$ cat config.mk
export PLATFORM = sky130hd
export DESIGN_NAME = nf_10g_if_regs
export DESIGN_NICKNAME = d
export VERILOG_FILES = /design/src/nf_if_pkg.sv /design/src/nf_10g_if_regs.sv /design/src/nf_if_reg_result.sv /design/src/nf_if_reg_exec.sv /design/src/nf_if_reg_decode.sv
export VERILOG_INCLUDE_DIRS = /design/src
export SDC_FILE = /design/constraint.sdc
export NUM_CORES = 1
export LEC_CHECK = 0
export BUFFER_PORTS_ARGS = -buffer_cell sky130_fd_sc_hd__buf_2
export CORE_MARGIN = 2
export CORE_UTILIZATION = 61
export CTS_BUF_LIST = sky130_fd_sc_hd__clkbuf_4
export DETAILED_ROUTE_END_ITERATION = 7
export PLACE_DENSITY = 0.81
export SYNTH_ARGS = -nofsm -noshare
export SYNTH_HDL_FRONTEND = slang
export SYNTH_SLANG_ARGS = --single-unit
$ cat constraint.sdc
create_clock -name axi_aclk -period 3.11 [get_ports axi_aclk]
set_input_delay 0.311 -clock axi_aclk [delete_from_list [all_inputs] [get_ports axi_aclk]]
set_output_delay 0.311 -clock axi_aclk [all_outputs]
set_load 0.02 [all_outputs]
$ cat src/nf_if_cfg.svh
/*
 * Register block configuration for the 10G port status unit.
 * Bus widths, register map offsets and reset/default values.
 */

`ifndef NF_IF_CFG_SVH
`define NF_IF_CFG_SVH

//////////////////////////////
// Widths
//////////////////////////////

`define NF_IF_DATA_W            32   // Register and APB data word
`define NF_IF_ADDR_W            16   // APB offset, no base address
`define NF_IF_NUM_REGS          6

//////////////////////////////
// Register map, byte offsets
//////////////////////////////

`define NF_IF_OFS_ID            16'h0000
`define NF_IF_OFS_VERSION       16'h0004
`define NF_IF_OFS_FLIP          16'h0008
`define NF_IF_OFS_COUNTERIN     16'h000C
`define NF_IF_OFS_COUNTEROUT    16'h0010
`define NF_IF_OFS_DEBUG         16'h0014

// Byte offset to register index in map order
`define NF_IF_IDX(ofs)          ((ofs) >> 2)

//////////////////////////////
// Default values
//////////////////////////////

`define NF_IF_ID_DEFAULT        16'hDA01        // Lower half of ID
`define NF_IF_VERSION_DEFAULT   32'h0100_0000
`define NF_IF_DEBUG_DEFAULT     32'h0000_0010   // Added to stored debug value

`endif
$ cat src/nf_if_pkg.sv
/*
 * Shared vector types of the 10G port register block.
 * Used by the RTL and the testbench alike.
 */

`include "nf_if_cfg.svh"

package nf_if_pkg;

  // One register word, also the APB data width
  typedef logic [`NF_IF_DATA_W-1:0] reg_data_t;

  // APB address offset
  typedef logic [`NF_IF_ADDR_W-1:0] reg_addr_t;

  // Register index in map order, 0 to NUM_REGS-1
  typedef logic [$clog2(`NF_IF_NUM_REGS)-1:0] reg_idx_t;

  // One-hot write strobes, bit n for register n
  typedef logic [`NF_IF_NUM_REGS-1:0] reg_strobe_t;

  // Interface number, upper half of ID
  typedef logic [15:0] if_num_t;

endpackage

$ cat src/nf_10g_if_regs.sv
/*
 * Status and control registers of a 10G port, APB accessed.
 * Observes the host-to-port and port-to-host stream handshakes
 * and counts accepted packets on each.
 */

`timescale 1ns/100ps

module nf_10g_if_regs #(
  parameter nf_if_pkg::if_num_t IF_NUMBER = '0
) (
  input  logic                 axi_aclk,
  input  logic                 resetn_sync,
  // APB slave
  input  logic                 psel,
  input  logic                 penable,
  input  logic                 pwrite,
  input  nf_if_pkg::reg_addr_t paddr,
  input  nf_if_pkg::reg_data_t pwdata,
  output nf_if_pkg::reg_data_t prdata,
  output logic                 pready,
  output logic                 pslverr,
  // Stream taps
  input  logic                 s_axis_tvalid,
  input  logic                 s_axis_tready,
  input  logic                 s_axis_tlast,
  input  logic                 m_axis_tvalid,
  input  logic                 m_axis_tready,
  input  logic                 m_axis_tlast
);

  nf_if_pkg::reg_strobe_t wr_strobe;
  logic                   rd_en;
  nf_if_pkg::reg_idx_t    rd_idx;
  nf_if_pkg::reg_data_t   flip_q;
  nf_if_pkg::reg_data_t   debug_q;
  nf_if_pkg::reg_data_t   counterin_q;
  nf_if_pkg::reg_data_t   counterout_q;

  nf_if_reg_decode u_decode (
    .axi_aclk    (axi_aclk),
    .resetn_sync (resetn_sync),
    .psel        (psel),
    .penable     (penable),
    .pwrite      (pwrite),
    .paddr       (paddr),
    .wr_strobe   (wr_strobe),
    .rd_en       (rd_en),
    .rd_idx      (rd_idx),
    .pready      (pready),
    .pslverr     (pslverr)
  );

  nf_if_reg_exec u_exec (
    .axi_aclk      (axi_aclk),
    .resetn_sync   (resetn_sync),
    .wr_strobe     (wr_strobe),
    .pwdata        (pwdata),
    .s_axis_tvalid (s_axis_tvalid),
    .s_axis_tready (s_axis_tready),
    .s_axis_tlast  (s_axis_tlast),
    .m_axis_tvalid (m_axis_tvalid),
    .m_axis_tready (m_axis_tready),
    .m_axis_tlast  (m_axis_tlast),
    .flip_q        (flip_q),
    .debug_q       (debug_q),
    .counterin_q   (counterin_q),
    .counterout_q  (counterout_q)
  );

  nf_if_reg_result #(
    .IF_NUMBER (IF_NUMBER)
  ) u_result (
    .axi_aclk     (axi_aclk),
    .resetn_sync  (resetn_sync),
    .rd_en        (rd_en),
    .rd_idx       (rd_idx),
    .flip_q       (flip_q),
    .debug_q      (debug_q),
    .counterin_q  (counterin_q),
    .counterout_q (counterout_q),
    .prdata       (prdata)
  );

endmodule

$ cat src/nf_if_reg_result.sv
/*
 * Read path of the port register block.
 * Forms each register's read value and latches the selected
 * one into the APB read data on a read pulse.
 */

`timescale 1ns/100ps
`include "nf_if_cfg.svh"

module nf_if_reg_result #(
  parameter nf_if_pkg::if_num_t IF_NUMBER = '0
) (
  input  logic                 axi_aclk,
  input  logic                 resetn_sync,
  input  logic                 rd_en,
  input  nf_if_pkg::reg_idx_t  rd_idx,
  input  nf_if_pkg::reg_data_t flip_q,
  input  nf_if_pkg::reg_data_t debug_q,
  input  nf_if_pkg::reg_data_t counterin_q,
  input  nf_if_pkg::reg_data_t counterout_q,
  output nf_if_pkg::reg_data_t prdata
);

  nf_if_pkg::reg_data_t rd_val;

  //////////////////////////////
  // Read mux
  //////////////////////////////

  always_comb begin
    case (rd_idx)
      `NF_IF_IDX(`NF_IF_OFS_ID):         rd_val = {IF_NUMBER, `NF_IF_ID_DEFAULT};
      `NF_IF_IDX(`NF_IF_OFS_VERSION):    rd_val = `NF_IF_VERSION_DEFAULT;
      `NF_IF_IDX(`NF_IF_OFS_FLIP):       rd_val = ~flip_q;
      `NF_IF_IDX(`NF_IF_OFS_COUNTERIN):  rd_val = counterin_q;
      `NF_IF_IDX(`NF_IF_OFS_COUNTEROUT): rd_val = counterout_q;
      `NF_IF_IDX(`NF_IF_OFS_DEBUG):      rd_val = `NF_IF_DEBUG_DEFAULT + debug_q;
      default:                           rd_val = '0;  // Never selected on rd_en
    endcase
  end

  //////////////////////////////
  // Read data register
  //////////////////////////////

  // Held until the next read, valid with pready
  always_ff @(posedge axi_aclk) begin
    if (!resetn_sync) begin
      prdata <= '0;
    end else if (rd_en) begin
      prdata <= rd_val;
    end
  end

endmodule

$ cat src/nf_if_reg_exec.sv
/*
 * Register storage and packet counters of the port register block.
 * Holds the last FLIP and DEBUG writes and counts accepted packets
 * on the host-to-port and port-to-host streams.
 */

`timescale 1ns/100ps
`include "nf_if_cfg.svh"

module nf_if_reg_exec (
  input  logic                   axi_aclk,
  input  logic                   resetn_sync,
  input  nf_if_pkg::reg_strobe_t wr_strobe,
  input  nf_if_pkg::reg_data_t   pwdata,
  // Stream taps, observed only
  input  logic                   s_axis_tvalid,
  input  logic                   s_axis_tready,
  input  logic                   s_axis_tlast,
  input  logic                   m_axis_tvalid,
  input  logic                   m_axis_tready,
  input  logic                   m_axis_tlast,
  output nf_if_pkg::reg_data_t   flip_q,
  output nf_if_pkg::reg_data_t   debug_q,
  output nf_if_pkg::reg_data_t   counterin_q,
  output nf_if_pkg::reg_data_t   counterout_q
);

  localparam int IDX_FLIP       = `NF_IF_IDX(`NF_IF_OFS_FLIP);
  localparam int IDX_COUNTERIN  = `NF_IF_IDX(`NF_IF_OFS_COUNTERIN);
  localparam int IDX_COUNTEROUT = `NF_IF_IDX(`NF_IF_OFS_COUNTEROUT);
  localparam int IDX_DEBUG      = `NF_IF_IDX(`NF_IF_OFS_DEBUG);

  logic [1:0]           pkt_done;   // 0 ingress, 1 egress
  logic [1:0]           cnt_clr;
  nf_if_pkg::reg_data_t cnt_q [2];

  //////////////////////////////
  // Writable registers
  //////////////////////////////

  // ID and VERSION strobes have no storage here, read only
  always_ff @(posedge axi_aclk) begin
    if (!resetn_sync) begin
      flip_q  <= '0;
      debug_q <= '0;
    end else begin
      if (wr_strobe[IDX_FLIP]) begin
        flip_q <= pwdata;
      end
      if (wr_strobe[IDX_DEBUG]) begin
        debug_q <= pwdata;
      end
    end
  end

  //////////////////////////////
  // Packet counters
  //////////////////////////////

  // Accepted last beat ends a packet
  assign pkt_done[0] = s_axis_tvalid & s_axis_tready & s_axis_tlast;
  assign pkt_done[1] = m_axis_tvalid & m_axis_tready & m_axis_tlast;

  assign cnt_clr[0] = wr_strobe[IDX_COUNTERIN];
  assign cnt_clr[1] = wr_strobe[IDX_COUNTEROUT];

  for (genvar i = 0; i < 2; i++) begin : g_pkt_cnt
    always_ff @(posedge axi_aclk) begin
      if (!resetn_sync) begin
        cnt_q[i] <= '0;
      end else if (cnt_clr[i]) begin
        cnt_q[i] <= '0;             // Clear wins over a count
      end else if (pkt_done[i]) begin
        cnt_q[i] <= cnt_q[i] + 1'b1;  // Wraps at 32 bits
      end
    end
  end

  assign counterin_q  = cnt_q[0];
  assign counterout_q = cnt_q[1];

endmodule

$ cat src/nf_if_reg_decode.sv
/*
 * APB decode for the port register block.
 * Detects the first access cycle, maps the offset to a register
 * index and raises write strobes or a read pulse. Completes every
 * transfer with one wait state, flagging unmapped offsets.
 */

`timescale 1ns/100ps
`include "nf_if_cfg.svh"

module nf_if_reg_decode (
  input  logic                   axi_aclk,
  input  logic                   resetn_sync,
  input  logic                   psel,
  input  logic                   penable,
  input  logic                   pwrite,
  input  nf_if_pkg::reg_addr_t   paddr,
  output nf_if_pkg::reg_strobe_t wr_strobe,
  output logic                   rd_en,
  output nf_if_pkg::reg_idx_t    rd_idx,
  output logic                   pready,
  output logic                   pslverr
);

  logic                       access_first;
  logic [`NF_IF_ADDR_W-3:0]   word_ofs;
  logic                       mapped;

  //////////////////////////////
  // Address decode
  //////////////////////////////

  assign word_ofs = paddr[`NF_IF_ADDR_W-1:2];  // Bits 1:0 ignored
  assign mapped   = (word_ofs < `NF_IF_NUM_REGS);
  assign rd_idx   = nf_if_pkg::reg_idx_t'(word_ofs);

  //////////////////////////////
  // Access pulse and strobes
  //////////////////////////////

  // First cycle of the access phase only; the
  // completion cycle still has psel and penable high
  assign access_first = psel & penable & ~pready;

  assign rd_en = access_first & ~pwrite & mapped;

  always_comb begin
    wr_strobe = '0;
    if (access_first && pwrite && mapped) begin
      wr_strobe = nf_if_pkg::reg_strobe_t'(1) << rd_idx;  // One-hot
    end
  end

  //////////////////////////////
  // Completion, one wait state
  //////////////////////////////

  always_ff @(posedge axi_aclk) begin
    if (!resetn_sync) begin
      pready  <= 1'b0;
      pslverr <= 1'b0;
    end else begin
      pready  <= access_first;
      pslverr <= access_first & ~mapped;  // Unmapped offset, no effect
    end
  end

endmodule

==> results of run 1 <==
[cells by family (layout without fill, tap and decap cells)]
family / after synthesis / in the layout / share of synthesized area
adder cells (fa/ha/maj): 3 / 3 / 0.00449
flip-flops: 162 / 162 / 0.465
buffers and inverters: 78 / 192 / 0.0390
AND/OR/NAND/NOR: 443 / 443 / 0.258
XOR/XNOR: 65 / 65 / 0.0682
AO/OA/AOI/OAI: 227 / 227 / 0.160
multiplexers: 4 / 4 / 0.00479
[worst max path at each step]
| stage | start | to | slack (ns) | depth (start not counted) |
|---|---|---|---|---|
| after floorplan | paddr[15] | u_exec.cnt_q[0][0] | 0.83 | 4 |
| after global placement | paddr[15] | u_result.prdata[28] | 0.68 | 6 |
| after detailed placement | paddr[15] | u_result.prdata[28] | 0.63 | 6 |
| after CTS | u_exec.debug_q[4] | u_result.prdata[30] | 0.89 | 6 |
| after global routing | u_exec.cnt_q[0][2] | u_exec.cnt_q[0][31] | 0.75 | 5 |
| final | u_exec.debug_q[4] | u_result.prdata[30] | 0.83 | 6 |
[cells in the mapped netlist, types with 3 or more instances]
cell and number:
nor2b_1 7, clkbuf_1 45, a221oi_1 13, nor2_1 80, nor4_1 17, edfxtp_1 64
xor2_1 36, and3_1 13, o22ai_1 13, a31oi_1 7, inv_1 11, buf_2 17
or3_1 11, a222oi_1 5, xnor2_1 29, nor4_2 3, and4_1 10, nand2_1 192
ha_1 3, o21ai_1 6, a22oi_1 5, dfxtp_1 98, o21ai_0 52, a211oi_1 6
a21oi_1 98, nor3_1 18, a21boi_0 3, o31a_1 5, or4_1 3, nand3_1 35
mux2i_1 4, and2_1 12, nand4_1 23
[area by class of cell]
type | instances | area, µm² | area share
well taps | 176 | 220 | 0.0229
clock inverters | 14 | 199 | 0.0207
clock buffers | 18 | 135 | 0.0140
inverters | 13 | 48.8 | 0.00507
flip-flops and latches | 162 | 3880 | 0.404
multi-input cells | 742 | 4160 | 0.433
repair buffers | 147 | 971 | 0.101
[flip-flops by register name (all words and copies together) (netlist names)]
signal / flops
u_decode.pready: 1
u_decode.pslverr: 1
u_exec.flip_q: 32
u_result.prdata: 32
u_exec.cnt_q: 64
u_exec.debug_q: 32
[per-layer routing]
metal / track usage / vias to the layer above / routed length [µm]
li1: - / 3729 / -
met1: 0.449 / 3661 / 9600
met2: 0.503 / 415 / 10700
met3: 0.0898 / 45 / 2360
met4: 0.103 / 0 / 551
met5: 0 / - / 0
[through the flow]
stage | instances | power (mW) | setup WS, ns | instance area (µm²) | util
final | 1272 | 4.09 | 0.833 | 9620 | 0.724
after global routing | 1272 | 4.22 | 0.746 | 9620 | 0.724
after CTS | 1272 | 4.09 | 0.892 | 9620 | 0.724
after detailed placement | 1208 | 2.63 | 0.627 | 8960 | 0.674
after global placement | 1208 | 2.62 | 0.683 | 8960 | 0.674
after floorplan | 982 | 2.49 | 0.830 | 8350 | -
[critical path, cell delays in order (launching register included)]
cell     delay [ns]
dfxtp_1        0.45
ha_1           0.24
nand3_1        0.17
nor4_1         0.69
a41oi_1        0.22
o21ai_0        0.29
a31oi_1        0.11
[where the power goes]
| part | internal (mW) | switching, mW | leakage (nW) |
|---|---|---|---|
| registers | 2.25 | 0.0637 | 1.46 |
| clock network | 0.664 | 0.800 | 0.186 |
| logic | 0.122 | 0.185 | 1.70 |
==> impl_metrics.yaml, run 1 <==
synth:
  syn_area_mm2: 0.00835
  netlist_instances: 982
  yosys.area.top_type: "dfxtp_1"
  synth.area.top_cells: "dfxtp_1, edfxtp_1, nand2_1"
  synth_edf_count: 64
  yosysWarnings: 0
  yosysSeqAreaShare: 0.465
  synthFlopType: "dfxtp_1"
  synth_fp_nets: 1044
  async_flop_share: 0
  ys_ff_latch: 162
  avgSynthCellArea_um2: 8.50
  ys_types: 62
  synthDominantCellAreaShare: 0.235
setup_path:
  worstPathArrival_ns: 2.77
  timing.reg2reg.setup_slack_ns: 0.83
  crit_type: "flop to flop"
  cp_max_fo: 5
  cp.required_ns: 3.60
  rr_startpoint: "u_exec.debug_q[4]"
  rr_worst_depth: 6
  r2r-end: "u_result.prdata[30]"
  cp-end-kind: "flop"
  setup.worst_path.start_class: "flop"
sta:
  relSlewSlack: 0.441
  finalSetupViolCount: 0
  post-route-period-util: 0.732
  finalClockSkew_ns: 0.0179
  hold_viol: 0
  maxSlewViolCount: 0
  fmax_ghz: 0.439
  layout_min_cycle_time_ns: 2.28
  hold_ws_ns: 0.0763
  fin_setup_tns_ns: 0
  rsz0062_at_grt: "no"
  worst_slew_pin_slew_ns: 0.838
routing:
  drt_first_pass_iters: 6
  via_count: 7850
  drt-total-wl_um: 23200
  final_antenna_net_count: 0
  via_per_inst: 6.17
  avgRoutedWirePerCell_um: 18.2
  drtIter0Drc: 1197
  drc: 0
global_route:
  grt_pass1_wl_um: 36700
  grt_pass1_vias: 7084
  overflow: 0
  antenna_found_initial: 0
  grt_start_max_net_pins: 78
  grt_use_total: 0.327
final_layout:
  nets: 1145
  fillCellCount: 1010
  n_antenna_cell: 0
  mostFrequentLayoutCell: "nand2_1"
  layout_common_cells: "nand2_1, a21oi_1, dfxtp_1"
  syn2layout_area_growth_pct: 15.2
  drive_gt1_frac: 0.150
floorplanning:
  ioPinCount: 93
  placementRows: 42
  die_area_mm2: 0.0146
  die_w_um: 121
  die_h_um: 121
  core_mm2: 0.0133
  start_util: 0.628
run_status:
  status: "finished clean"
cts:
  cts_tree: "yes"
  insertion_delay_ns: 0.60
  h-tree-depth: 4
  cts_resized: 0
  cts_made_buffers: 17
  cts-root-buf: "clkbuf_4"
  path_clk_slew_ns: 0.15
  post_cts_buffers: 0
  hold_buffers: 32
  clock_sinks: 162
  clock_path_buffers: 2
placed_design:
  routabilityCongestion: 0.936
  port_buffers: 90
  dpl.hpwl_um: 16300
power:
  p_leak_nw: 3.35
  peakVddDrop_uv: 398
  power_density_mw_per_mm2: 425
worst_hold_path:
  hold_start: "penable"
  hp-class: "input port to flop"
  hold_depth: 3
  holdPathEnd: "u_decode.pready"
job:
  maxCapViolCount: 0
No activity file was read; power rests on OpenSTA's default activity.
==> inputs of run 2 (changes only) <==
==> constraint.sdc (replaced) <==
create_clock -name axi_aclk -period 2.23 [get_ports axi_aclk]
set_input_delay 0.223 -clock axi_aclk [delete_from_list [all_inputs] [get_ports axi_aclk]]
set_output_delay 0.223 -clock axi_aclk [all_outputs]
set_load 0.02 [all_outputs]
==> run 2 against run 1 <==
  * Hold slack gained 0.075 ns
  * Non-clock buffer count grew 34
  * Sequential power grew 39%
  * Final cell count grew 2.8%
  * Total power grew 31%
  * Sequential share of layout area shrank 1.0 points
  * Critical endpoint is now u_exec.cnt_q[1][25]
  * Largest power group unchanged
  * Highest routed layer unchanged
==> impl_metrics.yaml, run 2 (synthesized netlist as in run 1, its figures left out) <==
sta:
  hold_viol: 0
  post-route-period-util: 0.966
  finalSetupViolCount: 0
  layout_min_cycle_time_ns: 2.15
  worst_slew_pin_slew_ns: 0.819
  rsz0062_at_grt: "no"
  maxSlewViolCount: 0
  fmax_ghz: 0.464
  finalClockSkew_ns: 0.0226
  setup_slack_ns: 0.0763
  hold_ws_ns: 0.152
  relSlewSlack: 0.452
  fin_setup_tns_ns: 0
setup_path:
  cp.required_ns: 2.65
  critPathBufInv: 0
  crit_type: "flop to flop"
  cp_top_family: "simple AND/OR/NAND/NOR gates"
  cp_slowest_stage_delay_ns: 0.50
  cp-end-kind: "flop"
  setup.worst_path.start_class: "flop"
  critPathSlowestCell: "or3_1"
  worstPathArrival_ns: 2.57
  path_cells: "and4_1, nand3_1, or3_1, or3_1, a21oi_1"
  cpMostUsedCell: "or3_1"
  cp_max_fo: 7
floorplanning:
  placementRows: 42
  die_h_um: 121
  ioPinCount: 93
  die_area_mm2: 0.0146
  die_w_um: 121
  start_util: 0.628
  core_mm2: 0.0133
global_route:
  grt_start_max_net_pins: 74
  grt_pass1_vias: 7276
  antenna_found_initial: 1
  grt_use_total: 0.331
  grt_pass1_wl_um: 37600
  overflow: 0
final_layout:
  regMostFlops: "u_exec.cnt_q"
  layout_common_cells: "nand2_1, a21oi_1, dfxtp_1"
  largest_register_ffs: 64
  mostFrequentLayoutCell: "nand2_1"
  nets: 1179
  drive_gt1_frac: 0.172
  fin_area_mm2: 0.00987
  syn2layout_area_growth_pct: 18.2
  final_cells: 1307
  final_util: 0.743
routing:
  drt-total-wl_um: 24000
  final_antenna_net_count: 0
  drc: 0
  drtIter0Drc: 1243
  via_count: 8107
  drt_first_pass_iters: 6
  via_per_inst: 6.20
  avgRoutedWirePerCell_um: 18.4
cts:
  hold_buffers: 35
  insertion_delay_ns: 0.59
  cts_tree: "yes"
  post_cts_buffers: 0
  cts_resized: 0
  clock_sinks: 162
  path_clk_slew_ns: 0.14
  clock_path_buffers: 2
  cts-root-buf: "clkbuf_4"
  h-tree-depth: 4
  cts_made_buffers: 17
power:
  p_leak_nw: 3.51
  power_mw: 5.37
  peakVddDrop_uv: 390
  power_density_mw_per_mm2: 544
placed_design:
  dp.cells: 1239
  routabilityCongestion: 0.937
  port_buffers: 90
  preCtsSetupSlack_ns: 0.0543
  dpl.hpwl_um: 17100
  placed_cell_area_mm2: 0.00926
run_status:
  status: "finished clean"
job:
  maxCapViolCount: 0
worst_hold_path:
  hp-class: "input port to flop"
==> run 2: cell type report <==
class	instances	area (µm²)
multi-input cells	742	4160
flip-flops and latches	162	3880
fillers	1012	3420
repair buffers	181	1300
well taps	176	220
clock inverters	15	133
clock buffers	17	128
inverters	13	48.8
diodes	1	2.50
==> run 2: worst reg2reg max path: stages (launching register included) <==
cell and delay (ns):
edfxtp_1 0.46, and4_1 0.29, nand3_1 0.21, or3_1 0.50, or3_1 0.34, a21oi_1 0.19
==> run 2: path summary, 6_finish.rpt <==
path                               to  slack (ns)  cells after the start                 from
setup / recovery  u_exec.cnt_q[1][25]        0.08                      5  u_exec.cnt_q[1][12]
hold reg to reg     u_exec.flip_q[22]        0.46                      2    u_exec.flip_q[22]
hold / removal     u_result.prdata[3]        0.15                      5               pwrite
setup reg to reg  u_exec.cnt_q[1][25]        0.08                      5  u_exec.cnt_q[1][12]
==> run 2: report_power, final <==
group | internal (mW) | leakage (nW) | switching, mW | total [mW]
Combinational | 0.198 | 1.89 | 0.272 | 0.470
Clock | 0.565 | 0.151 | 1.11 | 1.67
Sequential | 3.14 | 1.46 | 0.0820 | 3.22
==> run 2: layer usage <==
layer,GRT usage,share of wire,vias up
met3,0.0677,0.096,43
met2,0.535,0.47,445
met1,0.459,0.41,3832
li1,-,-,3787
met5,0,0,-
met4,0.0756,0.018,0
